### src/dec_pkg.sv
`default_nettype none

package dec_pkg;

   //////////////////////////////////////////////////
   // base widths
   //////////////////////////////////////////////////

   // data, pc and instruction word
   typedef logic [31:0] word_t;
   // gpr index
   typedef logic [4:0]  reg_idx_t;

   // opcode class, inst[31:26]
   typedef enum logic [5:0] {
      cls_alu_rr  = 6'd0,
      cls_alu_ri  = 6'd1,
      cls_pcaddi  = 6'd2,
      cls_load    = 6'd3,
      cls_store   = 6'd4,
      cls_branch  = 6'd5,
      cls_bl      = 6'd6,
      cls_mul     = 6'd7,
      cls_syscall = 6'd8,
      cls_break   = 6'd9
   } class_t;

   //////////////////////////////////////////////////
   // unit op codes, all from inst[25:22]
   //////////////////////////////////////////////////

   typedef logic [3:0] alu_op_t;
   typedef logic [3:0] lsu_op_t;
   typedef logic [3:0] bru_op_t;
   typedef logic [3:0] mul_op_t;

   localparam alu_op_t alu_op_add = 4'd0;
   // reserved branch code for bl
   localparam bru_op_t bru_op_bl  = 4'd15;

   // multiply variants, anything else is illegal
   localparam mul_op_t mul_w      = 4'd0;
   localparam mul_op_t mulh_w     = 4'd1;
   localparam mul_op_t mulh_wu    = 4'd2;

   // exception codes
   typedef logic [5:0] exccode_t;
   localparam exccode_t exc_sys = 6'd11;
   localparam exccode_t exc_brk = 6'd12;
   localparam exccode_t exc_ine = 6'd13;

   // bl link target
   localparam reg_idx_t link_reg = 5'd1;

   //////////////////////////////////////////////////
   // records
   //////////////////////////////////////////////////

   typedef struct packed {
      logic     valid;
      exccode_t code;
   } exc_t;

   // decoded control, before dispatch gating
   typedef struct packed {
      logic is_alu;
      logic is_lsu;
      logic is_bru;
      logic is_mul;
      logic b_imm;
      logic a_pc;
      logic rd_read;
      logic rf_wen;
      logic mul_signed;
      logic mul_hi;
      exc_t exc;
   } dec_ctrl_t;

   typedef struct packed {
      word_t    a;
      word_t    b;
      alu_op_t  op;
      logic     b_imm;
      logic     wen;
      reg_idx_t rd;
   } alu_issue_t;

   typedef struct packed {
      logic     valid;
      lsu_op_t  op;
      word_t    imm;
      reg_idx_t rd;
      logic     wen;
   } lsu_issue_t;

   typedef struct packed {
      logic    valid;
      bru_op_t op;
      word_t   offset;
   } bru_issue_t;

   typedef struct packed {
      logic     valid;
      logic     wen;
      logic     signed_op;
      logic     hi;
      reg_idx_t rd;
   } mul_issue_t;

endpackage

`default_nettype wire

### src/dec_stage.sv
`timescale 1ns/100ps
`default_nettype none

module dec_stage (
   input  wire logic                clk,
   input  wire logic                rst_n,
   input  wire logic                inst_valid,
   input  wire dec_pkg::word_t      inst,
   input  wire dec_pkg::word_t      pc,
   input  wire dec_pkg::word_t      rs1_data,
   input  wire dec_pkg::word_t      rs2_data,
   output      dec_pkg::reg_idx_t   rs1,
   output      dec_pkg::reg_idx_t   rs2,
   output      dec_pkg::reg_idx_t   rs1_e,
   output      dec_pkg::reg_idx_t   rs2_e,
   output      dec_pkg::alu_issue_t alu,
   output      dec_pkg::lsu_issue_t lsu,
   output      dec_pkg::bru_issue_t bru,
   output      dec_pkg::mul_issue_t mul,
   output      dec_pkg::exc_t       exc
);

   //////////////////////////////////////////////////
   // decode side, all combinational
   //////////////////////////////////////////////////

   dec_pkg::dec_ctrl_t  ctrl;
   dec_pkg::word_t      imm;
   dec_pkg::word_t      br_offset;

   // _d records into the stage register
   dec_pkg::alu_issue_t alu_d;
   dec_pkg::lsu_issue_t lsu_d;
   dec_pkg::bru_issue_t bru_d;
   dec_pkg::mul_issue_t mul_d;
   dec_pkg::exc_t       exc_d;

   // class, selects and exception
   inst_decoder i_inst_decoder (
      .inst (inst),
      .ctrl (ctrl)
   );

   // immediates and branch offset
   imm_decoder i_imm_decoder (
      .inst      (inst),
      .imm       (imm),
      .br_offset (br_offset)
   );

   // rs1/rs2 leave here with zero latency
   issue_ctrl i_issue_ctrl (
      .inst       (inst),
      .pc         (pc),
      .rs1_data   (rs1_data),
      .rs2_data   (rs2_data),
      .imm        (imm),
      .br_offset  (br_offset),
      .inst_valid (inst_valid),
      .ctrl       (ctrl),
      .rs1        (rs1),
      .rs2        (rs2),
      .alu_d      (alu_d),
      .lsu_d      (lsu_d),
      .bru_d      (bru_d),
      .mul_d      (mul_d),
      .exc_d      (exc_d)
   );

   // one cycle to _e
   dec_to_exe_reg i_dec_to_exe_reg (
      .clk   (clk),
      .rst_n (rst_n),
      .alu_d (alu_d),
      .lsu_d (lsu_d),
      .bru_d (bru_d),
      .mul_d (mul_d),
      .exc_d (exc_d),
      .rs1_d (rs1),
      .rs2_d (rs2),
      .alu_e (alu),
      .lsu_e (lsu),
      .bru_e (bru),
      .mul_e (mul),
      .exc_e (exc),
      .rs1_e (rs1_e),
      .rs2_e (rs2_e)
   );

endmodule

`default_nettype wire

### src/dec_to_exe_reg.sv
`timescale 1ns/100ps
`default_nettype none

module dec_to_exe_reg (
   input  wire logic                clk,
   input  wire logic                rst_n,
   input  wire dec_pkg::alu_issue_t alu_d,
   input  wire dec_pkg::lsu_issue_t lsu_d,
   input  wire dec_pkg::bru_issue_t bru_d,
   input  wire dec_pkg::mul_issue_t mul_d,
   input  wire dec_pkg::exc_t       exc_d,
   input  wire dec_pkg::reg_idx_t   rs1_d,
   input  wire dec_pkg::reg_idx_t   rs2_d,
   output      dec_pkg::alu_issue_t alu_e,
   output      dec_pkg::lsu_issue_t lsu_e,
   output      dec_pkg::bru_issue_t bru_e,
   output      dec_pkg::mul_issue_t mul_e,
   output      dec_pkg::exc_t       exc_e,
   output      dec_pkg::reg_idx_t   rs1_e,
   output      dec_pkg::reg_idx_t   rs2_e
);

   // payload copies
   dec_pkg::alu_issue_t alu_q;
   dec_pkg::lsu_issue_t lsu_q;
   dec_pkg::bru_issue_t bru_q;
   dec_pkg::mul_issue_t mul_q;
   dec_pkg::exc_t       exc_q;

   // control bits
   logic alu_wen_q;
   logic lsu_valid_q;
   logic lsu_wen_q;
   logic bru_valid_q;
   logic mul_valid_q;
   logic mul_wen_q;
   logic exc_valid_q;

   //////////////////////////////////////////////////
   // control register
   //////////////////////////////////////////////////

   always_ff @(posedge clk or negedge rst_n) begin
      if (!rst_n) begin
         alu_wen_q   <= 1'b0;
         lsu_valid_q <= 1'b0;
         lsu_wen_q   <= 1'b0;
         bru_valid_q <= 1'b0;
         mul_valid_q <= 1'b0;
         mul_wen_q   <= 1'b0;
         exc_valid_q <= 1'b0;
      end else begin
         alu_wen_q   <= alu_d.wen;
         lsu_valid_q <= lsu_d.valid;
         lsu_wen_q   <= lsu_d.wen;
         bru_valid_q <= bru_d.valid;
         mul_valid_q <= mul_d.valid;
         mul_wen_q   <= mul_d.wen;
         exc_valid_q <= exc_d.valid;
      end
   end

   // data register, loads every cycle
   always_ff @(posedge clk) begin
      alu_q <= alu_d;
      lsu_q <= lsu_d;
      bru_q <= bru_d;
      mul_q <= mul_d;
      exc_q <= exc_d;
      rs1_e <= rs1_d;
      rs2_e <= rs2_d;
   end

   // merge control bits back over the payload
   always_comb begin
      alu_e       = alu_q;
      alu_e.wen   = alu_wen_q;
      lsu_e       = lsu_q;
      lsu_e.valid = lsu_valid_q;
      lsu_e.wen   = lsu_wen_q;
      bru_e       = bru_q;
      bru_e.valid = bru_valid_q;
      mul_e       = mul_q;
      mul_e.valid = mul_valid_q;
      mul_e.wen   = mul_wen_q;
      exc_e       = exc_q;
      exc_e.valid = exc_valid_q;
   end

endmodule

`default_nettype wire

### src/imm_decoder.sv
`timescale 1ns/100ps
`default_nettype none

module imm_decoder (
   input  wire dec_pkg::word_t inst,
   output      dec_pkg::word_t imm,
   output      dec_pkg::word_t br_offset
);

   // candidate immediates
   dec_pkg::word_t imm12;
   dec_pkg::word_t imm20;
   dec_pkg::word_t br_offs;
   dec_pkg::word_t bl_offs;

   logic is_pcaddi;
   logic is_bl;

   assign is_pcaddi = (inst[31:26] == dec_pkg::cls_pcaddi);
   assign is_bl     = (inst[31:26] == dec_pkg::cls_bl);

   //////////////////////////////////////////////////
   // field extraction
   //////////////////////////////////////////////////

   // si12 in [21:10]
   assign imm12   = {{20{inst[21]}}, inst[21:10]};
   // si20 in [24:5], upper part
   assign imm20   = {inst[24:5], 12'd0};
   // branch offs16 is the same field, word aligned
   assign br_offs = {{18{inst[21]}}, inst[21:10], 2'b00};
   // bl offs26 covers [25:0]
   assign bl_offs = {{4{inst[25]}}, inst[25:0], 2'b00};

   // alu b and lsu address immediate
   assign imm       = is_pcaddi ? imm20 : imm12;
   // branch target offset
   assign br_offset = is_bl ? bl_offs : br_offs;

endmodule

`default_nettype wire

### src/inst_decoder.sv
`timescale 1ns/100ps
`default_nettype none

module inst_decoder (
   input  wire dec_pkg::word_t     inst,
   output      dec_pkg::dec_ctrl_t ctrl
);

   // opcode class and mul variant fields
   dec_pkg::class_t  cls;
   dec_pkg::mul_op_t mul_op;

   // exception sources
   logic sys_hit;
   logic brk_hit;
   logic ine_hit;
   logic mul_bad;
   logic cls_known;

   assign cls    = dec_pkg::class_t'(inst[31:26]);
   assign mul_op = inst[25:22];

   // only the three word variants exist
   assign mul_bad = (mul_op != dec_pkg::mul_w) &&
                    (mul_op != dec_pkg::mulh_w) &&
                    (mul_op != dec_pkg::mulh_wu);

   // classes 0..9 are defined
   assign cls_known = (inst[31:26] <= 6'd9);

   assign sys_hit = (cls == dec_pkg::cls_syscall);
   assign brk_hit = (cls == dec_pkg::cls_break);
   assign ine_hit = !cls_known || ((cls == dec_pkg::cls_mul) && mul_bad);

   //////////////////////////////////////////////////
   // class flags, operand selects, write enable
   //////////////////////////////////////////////////

   always_comb begin
      ctrl = '0;
      case (cls)
         dec_pkg::cls_alu_rr: begin
            // rj op rk
            ctrl.is_alu = 1'b1;
            ctrl.rf_wen = 1'b1;
         end
         dec_pkg::cls_alu_ri: begin
            // rj op imm12
            ctrl.is_alu = 1'b1;
            ctrl.b_imm  = 1'b1;
            ctrl.rf_wen = 1'b1;
         end
         dec_pkg::cls_pcaddi: begin
            // pc + imm20
            ctrl.is_alu = 1'b1;
            ctrl.a_pc   = 1'b1;
            ctrl.b_imm  = 1'b1;
            ctrl.rf_wen = 1'b1;
         end
         dec_pkg::cls_load: begin
            ctrl.is_lsu = 1'b1;
            ctrl.rf_wen = 1'b1;
         end
         dec_pkg::cls_store: begin
            // store data comes from rd
            ctrl.is_lsu  = 1'b1;
            ctrl.rd_read = 1'b1;
         end
         dec_pkg::cls_branch: begin
            // compare rj with rd
            ctrl.is_bru  = 1'b1;
            ctrl.rd_read = 1'b1;
         end
         dec_pkg::cls_bl: begin
            // writes the link register
            ctrl.is_bru = 1'b1;
            ctrl.rf_wen = 1'b1;
         end
         dec_pkg::cls_mul: begin
            ctrl.is_mul     = 1'b1;
            ctrl.rf_wen     = 1'b1;
            ctrl.mul_signed = (mul_op == dec_pkg::mul_w) || (mul_op == dec_pkg::mulh_w);
            ctrl.mul_hi     = (mul_op == dec_pkg::mulh_w) || (mul_op == dec_pkg::mulh_wu);
         end
         default: begin
            // syscall, break and unknown classes dispatch nowhere
         end
      endcase

      // exception, priority sys > brk > ine
      if (sys_hit) begin
         ctrl.exc.valid = 1'b1;
         ctrl.exc.code  = dec_pkg::exc_sys;
      end else if (brk_hit) begin
         ctrl.exc.valid = 1'b1;
         ctrl.exc.code  = dec_pkg::exc_brk;
      end else if (ine_hit) begin
         ctrl.exc.valid = 1'b1;
         ctrl.exc.code  = dec_pkg::exc_ine;
      end
   end

endmodule

`default_nettype wire

### src/issue_ctrl.sv
`timescale 1ns/100ps
`default_nettype none

module issue_ctrl (
   input  wire dec_pkg::word_t     inst,
   input  wire dec_pkg::word_t     pc,
   input  wire dec_pkg::word_t     rs1_data,
   input  wire dec_pkg::word_t     rs2_data,
   input  wire dec_pkg::word_t     imm,
   input  wire dec_pkg::word_t     br_offset,
   input  wire logic               inst_valid,
   input  wire dec_pkg::dec_ctrl_t ctrl,
   output      dec_pkg::reg_idx_t  rs1,
   output      dec_pkg::reg_idx_t  rs2,
   output      dec_pkg::alu_issue_t alu_d,
   output      dec_pkg::lsu_issue_t lsu_d,
   output      dec_pkg::bru_issue_t bru_d,
   output      dec_pkg::mul_issue_t mul_d,
   output      dec_pkg::exc_t      exc_d
);

   //////////////////////////////////////////////////
   // dispatch gating
   //////////////////////////////////////////////////

   // valid and exception free
   logic issue_ok;
   logic alu_dispatch;
   logic lsu_dispatch;
   logic bru_dispatch;
   logic mul_dispatch;

   logic              alu_b_imm;
   logic              is_pcaddi;
   logic              is_bl;
   dec_pkg::reg_idx_t rf_target;

   assign issue_ok     = inst_valid && !ctrl.exc.valid;
   assign alu_dispatch = ctrl.is_alu && issue_ok;
   assign lsu_dispatch = ctrl.is_lsu && issue_ok;
   assign bru_dispatch = ctrl.is_bru && issue_ok;
   assign mul_dispatch = ctrl.is_mul && issue_ok;

   assign is_pcaddi = (inst[31:26] == dec_pkg::cls_pcaddi);
   assign is_bl     = (inst[31:26] == dec_pkg::cls_bl);

   // register read ports, rj always on port 1
   assign rs1 = inst[9:5];
   // rd on port 2 for store data and branch compare
   assign rs2 = ctrl.rd_read ? inst[4:0] : inst[14:10];

   // bl links into r1
   assign rf_target = is_bl ? dec_pkg::link_reg : inst[4:0];

   //////////////////////////////////////////////////
   // per unit records
   //////////////////////////////////////////////////

   // imm select only when the alu actually takes it
   assign alu_b_imm = ctrl.b_imm && alu_dispatch;

   // alu
   assign alu_d.a     = ctrl.a_pc ? pc : rs1_data;
   assign alu_d.b     = alu_b_imm ? imm : rs2_data;
   assign alu_d.op    = is_pcaddi ? dec_pkg::alu_op_add : inst[25:22];
   assign alu_d.b_imm = alu_b_imm;
   assign alu_d.wen   = ctrl.rf_wen && alu_dispatch;
   assign alu_d.rd    = rf_target;

   // lsu, address is rj + imm12
   assign lsu_d.valid = lsu_dispatch;
   assign lsu_d.op    = inst[25:22];
   assign lsu_d.imm   = imm;
   assign lsu_d.rd    = rf_target;
   assign lsu_d.wen   = ctrl.rf_wen && lsu_dispatch;

   // bru
   assign bru_d.valid  = bru_dispatch;
   assign bru_d.op     = is_bl ? dec_pkg::bru_op_bl : inst[25:22];
   assign bru_d.offset = br_offset;

   // mul
   assign mul_d.valid     = mul_dispatch;
   assign mul_d.wen       = ctrl.rf_wen && mul_dispatch;
   assign mul_d.signed_op = ctrl.mul_signed;
   assign mul_d.hi        = ctrl.mul_hi;
   assign mul_d.rd        = rf_target;

   // exception leaves only with a valid instruction
   assign exc_d.valid = ctrl.exc.valid && inst_valid;
   assign exc_d.code  = ctrl.exc.code;

endmodule

`default_nettype wire

### config.mk
export PLATFORM = sky130hd
export DESIGN_NAME = dec_stage
export DESIGN_NICKNAME = d
export VERILOG_FILES = /design/src/dec_pkg.sv /design/src/dec_stage.sv /design/src/dec_to_exe_reg.sv /design/src/imm_decoder.sv /design/src/inst_decoder.sv /design/src/issue_ctrl.sv
export SDC_FILE = /design/constraint.sdc
export NUM_CORES = 1
export LEC_CHECK = 0
export BUFFER_PORTS_ARGS = -buffer_cell sky130_fd_sc_hd__buf_2
export CORE_MARGIN = 2
export CORE_UTILIZATION = 40
export CTS_CLUSTER_DIAMETER = 60
export CTS_CLUSTER_SIZE = 14
export DETAILED_ROUTE_END_ITERATION = 8
export PLACE_DENSITY = 0.84
export REMOVE_ABC_BUFFERS = 1
export SETUP_SLACK_MARGIN = 0.3
export SYNTH_ARGS = -nofsm -noshare
export SYNTH_HDL_FRONTEND = slang
export SYNTH_SLANG_ARGS = --single-unit
### constraint.sdc
create_clock -name clk -period 1.2 [get_ports clk]
set_clock_uncertainty 0.1 [all_clocks]
set_input_delay 0.06 -clock clk [delete_from_list [all_inputs] [get_ports clk]]
set_output_delay 0.06 -clock clk [all_outputs]
set_load 0.005 [all_outputs]
==> run metrics, run 1 <==
Root Buffer=clkbuf_16; Clock Power Share=39.8%; Final WS setup=-202 ps; fraction of registers with async set or reset after synthesis=4.32%; warnings from Yosys=0; Placer Congestion=0.855; largest net degree at the start of global routing=26; Synth area leader=dfxtp_1; Max-cap violations=0; grt total ovfl=0; CP Max Fanout=3; Final nets=1,134; Final period util=117%; Sw Ratio=26.0%; TritonCTS clock tree=built; PnR Total Power=14.1 mW; Top Ports=322; Avg Inst Size Synth=11.5 µm²; Fmax=713 MHz; Yosys cell types=38; crit end category=primary output; Detailed Place HPWL=14.1 mm; Pleak=5.70 nW; Startpoint Class=primary input; dpl ws=-429 ps; Die ar.=0.0155 mm²; post-synthesis cell count=505; H-Tree Depth=4; Yosys top cell area share=53.6%; Tmin final=1400 ps; first-pass GRT wire length=38.5 mm; Starting Density=41.4%; clk slew on worst S/H paths=70 ps; sequential share of the synthesized area=56.6%; Critical Path RT=1040 ps; Combinational Power Share=18.5%; share of layout cells above drive strength 1=69.8%; Setup CP Type=in2out; RSZ-0062 raised after global routing=yes; worst hold slack=-109 ps; ys flop type=dfxtp_1; width of the die=124 µm; Power Internal=10.5 mW; Core Util, Final=86.7%; DR vias/cell=5.50; Core Area=0.0140 mm²; Vert. Die Dim=124 µm; VDD IR-drop max=1.12 mV; setup violators final=68; failing checks=hold timing, setup timing; sequential share of power=41.7%; Mapped Area=0.00579 mm²; TritonCTS buffer count=17; Max Buffers Root-to-Sink=2; First-pass DRT Iterations=4; WL/cell=25.5 µm; ANT nets after route=0; Hold WC Path Type=in2reg; vias in the first global route=6,785; status=finished, violations left; final hold viol count=27; CP arrival=1240 ps; Post-Route WL=30.5 mm; All-Layer GR Usage=32.3%; post-route DRC violation count=0; via count=6,589; number of synthesized flops with an enable pin=0; I/O Buffers=317; antenna violations before repair=2; P_sw=3.67 mW; synth-to-layout area growth=110%; Synth area leaders=dfxtp_1 (54%), mux2_2 (9.5%), a21o_1 (4.3%); pwr dens=1160 mW/mm²; Site Rows=43; Max Slew Vio Count=0; Fillers=610; worst rel slew slack=65.7%; worst slew pin tran=514 ps; Seq cells post-synth=162; First DRT Iteration DRCs=405; Sink Count=162
## final timing paths
check | to | depth (start not counted) | from | slack [ps]
max in group asynchronous | i_dec_to_exe_reg.lsu_valid_q | 3 | rst_n | 380
worst max-delay path | rs2[3] | 4 | inst[3] | -200
worst min-delay path | i_dec_to_exe_reg.lsu_e[7] | 2 | inst[11] | -110
min in group asynchronous | i_dec_to_exe_reg.lsu_wen_q | 3 | rst_n | 450
## metrics by stage
stage	setup TNS [ps]	hold WS (ps)	std cells	cell area, µm²
floorplan	-84610	-336	434	5390
global placement	-39390	-204	989	7740
detailed placement	-41580	-202	989	7740
CTS	-2190	-183	1171	10700
global route	-5560	-117	1198	12100
finish	-4320	-109	1198	12100
## sequential cells by signal, summed over array words and instances, names as in the netlist
| name | cells |
|---|---|
| i_dec_to_exe_reg.alu_e | 69 |
| i_dec_to_exe_reg.lsu_e | 36 |
| i_dec_to_exe_reg.bru_e | 29 |
| i_dec_to_exe_reg.mul_e | 7 |
| i_dec_to_exe_reg.rs1_e | 5 |
| i_dec_to_exe_reg.rs2_e | 5 |
| i_dec_to_exe_reg.exc_e | 4 |
| i_dec_to_exe_reg.alu_wen_q | 1 |
| i_dec_to_exe_reg.bru_valid_q | 1 |
| i_dec_to_exe_reg.exc_valid_q | 1 |
| i_dec_to_exe_reg.lsu_valid_q | 1 |
| i_dec_to_exe_reg.lsu_wen_q | 1 |
| i_dec_to_exe_reg.mul_valid_q | 1 |
| i_dec_to_exe_reg.mul_wen_q | 1 |
## cells by family after synthesis
logic type / after synthesis / synth area share [%]
flops: 162 / 56.6
compound gates: 124 / 16.4
simple gates: 90 / 9.83
buf+inv: 77 / 7.30
mux: 49 / 9.53
xor+xnor: 2 / 0.302
other cells: 1 / 0.0647
## synth_stat cells (2+ instances only)
cell type	count
o41ai_1	19
a211oi_1	19
inv_1	3
nor2_1	5
nor3_1	3
o21ai_0	2
nand2_1	6
mux2_2	49
a31oi_1	20
dfxtp_1	155
nand2b_1	27
nor2b_1	14
clkbuf_1	30
and2_1	22
buf_2	8
buf_1	4
dfrtp_1	7
buf_4	31
o2bb2ai_1	12
nand3_1	3
or2_2	3
a21oi_1	4
a21o_1	33
a41oi_1	12
## layer usage
layer	part of all wire [%]	routed length, µm	track usage [%]	up-vias
met5	0	0	0	-
met4	6.3	1930	16.2	0
met3	7.0	2140	7.90	152
met2	54	16500	61.1	464
met1	33	9990	32.8	3193
li1	-	-	-	2780
## critical path: stages
cell and delay (ps):
buf_2 100, dlygate4sd3_1 630, mux2_2 320, buf_2 140
## final cells by class
class	count	area [µm²]	share of cell area, %
Tap cell	180	225	1.86
Clock buffer	22	475	3.92
Antenna cell	2	5.00	0.0412
Timing Repair Buffer	549	4680	38.6
Clock inverter	10	124	1.02
Multi-Input combinational cell	270	3200	26.4
Inverter	3	16.3	0.134
Sequential cell	162	3400	28.0
## layout by cell type (no fill, tap or decap), drive strengths merged, types with 14 or more instances in the layout
master / instances
buf: 419
dfxtp: 155
dlygate4sd3: 123
mux2: 49
a21o: 33
nand2b: 27
clkbuf: 26
and2: 22
a31oi: 20
a211oi: 19
o41ai: 19
nor2b: 14
## power groups by stage
stage / logic (mW) / clock network [mW] / registers (mW)
final: 2.62 / 5.62 / 5.89
after global routing: 2.72 / 5.85 / 5.91
after CTS: 2.05 / 5.53 / 5.82
after detailed placement: 1.44 / 0 / 5.91
after global placement: 1.40 / 0 / 5.90
after floorplan: 0.412 / 0 / 5.95
## what timing repair did
action                     CTS  global route
cloned                      10             4
resized for setup          198           246
pin swaps                   45            72
setup endpoints to repair  317           330
hold endpoints to repair   163            41
hold buffers               123             5
buffers inserted            17            18
No activity file was read; power rests on OpenSTA's default activity.
==> inputs of run 2 (changes only) <==
--- a/config.mk
+++ b/config.mk
@@ -7,7 +7,7 @@
 export LEC_CHECK = 0
 export BUFFER_PORTS_ARGS = -buffer_cell sky130_fd_sc_hd__buf_2
 export CORE_MARGIN = 2
-export CORE_UTILIZATION = 40
+export CORE_UTILIZATION = 41
 export CTS_CLUSTER_DIAMETER = 60
 export CTS_CLUSTER_SIZE = 14
 export DETAILED_ROUTE_END_ITERATION = 8
@@ -16,4 +16,5 @@
 export SETUP_SLACK_MARGIN = 0.3
 export SYNTH_ARGS = -nofsm -noshare
 export SYNTH_HDL_FRONTEND = slang
+export SYNTH_HIERARCHICAL = 1
 export SYNTH_SLANG_ARGS = --single-unit
==> run metrics, run 2 <==
worst hold slack=-58.1 ps (+51.0 ps); Synth area leader=dfxtp_1; Synth area leaders=dfxtp_1 (54%), buf_4 (13%), mux2_4 (8.1%); grt total ovfl=0 (unchanged); area of the multi-input gates=0.00220 mm² (-31%); Critical Path RT=1040 ps (about the same); via count=5,293 (-20%); Pleak=5.49 nW (-3.6%); PnR Total Power=14.4 mW (+1.9%); Tmin final=1550 ps (+151 ps); Final WS setup=-352 ps (-151 ps); Max Buffers Root-to-Sink=2 (unchanged); max reg flops=74 (+7.2%); sequential share of the synthesized area=56.4% (-0.16 points); pwr dens=1300 mW/mm² (+12%); DR vias/cell=4.66 (-15%); Critical Path Start=inst[30]; Fmax=644 MHz (-9.7%); Post-Route WL=23.2 mm (-24%); Buf/Inv on CP=4 (+1); most frequent cell after synthesis=dfxtp_1; Top Family by Delay on Critical Path=buffers and inverters; setup violators final=125 (+84%); TritonCTS buffer count=17 (unchanged); Starting Density=42.3% (+0.92 points); hold_sp=inst[23]; largest net degree at the start of global routing=20 (-23%); Placer Congestion=0.807 (-5.6%); width of the die=130 µm (+4.4%); Site Rows=45 (+4.7%); synth-to-layout area growth=70.2%; number of synthesized flops with an enable pin=0 (unchanged); Fillers=938 (+54%); ys flop type=dfxtp_1; share of layout cells above drive strength 1=68.0% (-1.7 points); final hold viol count=5 (-81%); Startpoint Class=primary input; dpl ws=-699 ps (-270 ps); crit end category=primary output; most common cell after layout, fill and taps aside=buf_2; crit path max-delay cell type=or3_4; first-pass GRT wire length=30.9 mm (-20%); TritonCTS clock tree=built; Sink Count=181 (+12%); Max-cap violations=0 (unchanged); most frequent cell on the critical path=buf_6; antenna violations before repair=2 (unchanged); Yosys cell types=38 (unchanged); VDD IR-drop max=1.00 mV (-10%); Hold WC Path Type=in2reg; Vert. Die Dim=130 µm (+4.4%); critical path capture point=rs2[4]; Top Ports=322 (unchanged); fraction of registers with async set or reset after synthesis=3.87% (-0.45 points); RSZ-0062 raised after global routing=yes; Final nets=1,042 (-8.1%); commonest non-fill, non-tap cells in the layout=buf_2 (256), dlygate4sd3_1 (125), dfxtp_1 (90); CP max stage delay=400 ps (-230 ps); Final period util=129% (+13 points); failing checks=hold timing, setup timing; Mapped Area=0.00648 mm² (+12%); H-Tree Depth=4 (unchanged); WL/cell=20.4 µm (-20%); Setup CP Type=in2out; Sum Neg Setup Slack=-29,260 ps (-24,940 ps); Core Util, Final=72.0% (-15 points); top cells by count, synth=dfxtp_1 (174), buf_4 (115), mux2_2 (43), a21o_1 (38), mux2_4 (35); Core Area=0.0153 mm² (+9.5%); Detailed Place HPWL=12.2 mm (-14%); worst-path cell chain=buf_8 -> or3_4 -> buf_6 -> nor2_4 -> buf_6 -> mux2_4 -> buf_6; First DRT Iteration DRCs=180 (-56%); post-route DRC violation count=0 (unchanged); placed inst area=0.00783 mm² (+1.1%); CP arrival=1390 ps (+150 ps); vias in the first global route=5,709 (-16%); clk slew on worst S/H paths=60 ps (about the same); warnings from Yosys=6 (+6); fin cells=1,136 (-5.2%); post-synthesis cell count=505 (unchanged); Yosys top cell area share=53.7% (+0.16 points); All-Layer GR Usage=25.0% (-7.3 points); post-route cell area=0.0110 mm² (-9.1%); I/O Buffers=321 (+1.3%); Die ar.=0.0168 mm² (+8.9%); Root Buffer=clkbuf_16; cell count after placement=952 (-3.7%); Avg Inst Size Synth=12.8 µm² (+12%); Levels on crit path=7 (+3); CP Max Fanout=5 (+2); Max Slew Vio Count=0 (unchanged); ANT nets after route=0 (unchanged); status=finished, violations left; First-pass DRT Iterations=4 (unchanged); Seq cells post-synth=181 (+12%); register area=0.00376 mm² (+11%)
-- run 2: cell types whose count changed in the layout (fill, tap and decap cells not counted), moves of 8 or more --
| cell | before | now |
|---|---|---|
| a211oi_2 | 14 | 0 |
| buf_12 | 16 | 8 |
| o41ai_4 | 13 | 0 |
| and2_4 | 22 | 3 |
| dfxtp_2 | 93 | 84 |
| nor2b_4 | 2 | 12 |
| nand2b_1 | 24 | 2 |
| mux2_4 | 41 | 77 |
| a31oi_1 | 12 | 0 |
| buf_6 | 97 | 85 |
| dfxtp_1 | 60 | 90 |
| buf_8 | 14 | 2 |
| o2bb2ai_2 | 8 | 0 |
| nor2b_1 | 12 | 0 |
-- run 2: kinds of logic after synthesis --
logic type,count (synthesis),share of synthesized area [%]
flip-flops,181,56.4
buffers and inverters,140,15.8
multiplexers,80,15.9
AO/OA/AOI/OAI,52,5.96
AND/OR/NAND/NOR,48,5.52
XOR/XNOR,2,0.270
other,2,0.116
-- run 2: worst min path at each step --
stage                                         endpoint  slack [ps]  cells past startpoint
after floorplan             i_dec_to_exe_reg/alu_wen_q        -340                      0
final                       i_dec_to_exe_reg/lsu_e[36]         -60                      3
after CTS                    i_dec_to_exe_reg/exc_e[2]         -90                      4
after detailed placement  i_dec_to_exe_reg/exc_valid_q        -200                      1
after global placement    i_dec_to_exe_reg/exc_valid_q        -200                      1
after global routing        i_dec_to_exe_reg/lsu_e[36]         -60                      3
-- run 2: tightest hold or removal path, stage by stage --
cell and delay (ps):
buf_2 110, buf_4 130, a21o_1 130
-- run 2: final cells by class --
cell class / count / area share [%]
clock inverter: 11 / 1.54
inverter: 4 / 0.136
timing repair buffer: 521 / 37.7
tap: 211 / 2.39
clock buffer: 20 / 4.14
antenna: 2 / 0.0454
sequential: 181 / 34.1
multi-input combinational: 186 / 19.9
-- run 2: where the power goes --
group	internal [mW]	switching, mW
combinational	1.23	0.725
sequential	6.37	0.121
clock	3.60	2.35
total	11.2	3.19
-- run 2: layer usage --
layer	track usage, %	vias up	routed length, µm
li1	-	2381	-
met5	0	-	0
met3	7.22	81	1680
met2	45.7	311	12300
met4	14.7	0	1070
met1	25.3	2520	8200
-- run 2: repair_timing --
action / CTS / global route
gates resized for setup: 118 / 164
pin swaps: 25 / 14
endpoints found under the hold margin: 180 / 21
setup buffers: 15 / 3
hold buffers: 126 / 3
cloned: 7 / 0
setup endpoints to repair: 340 / 339
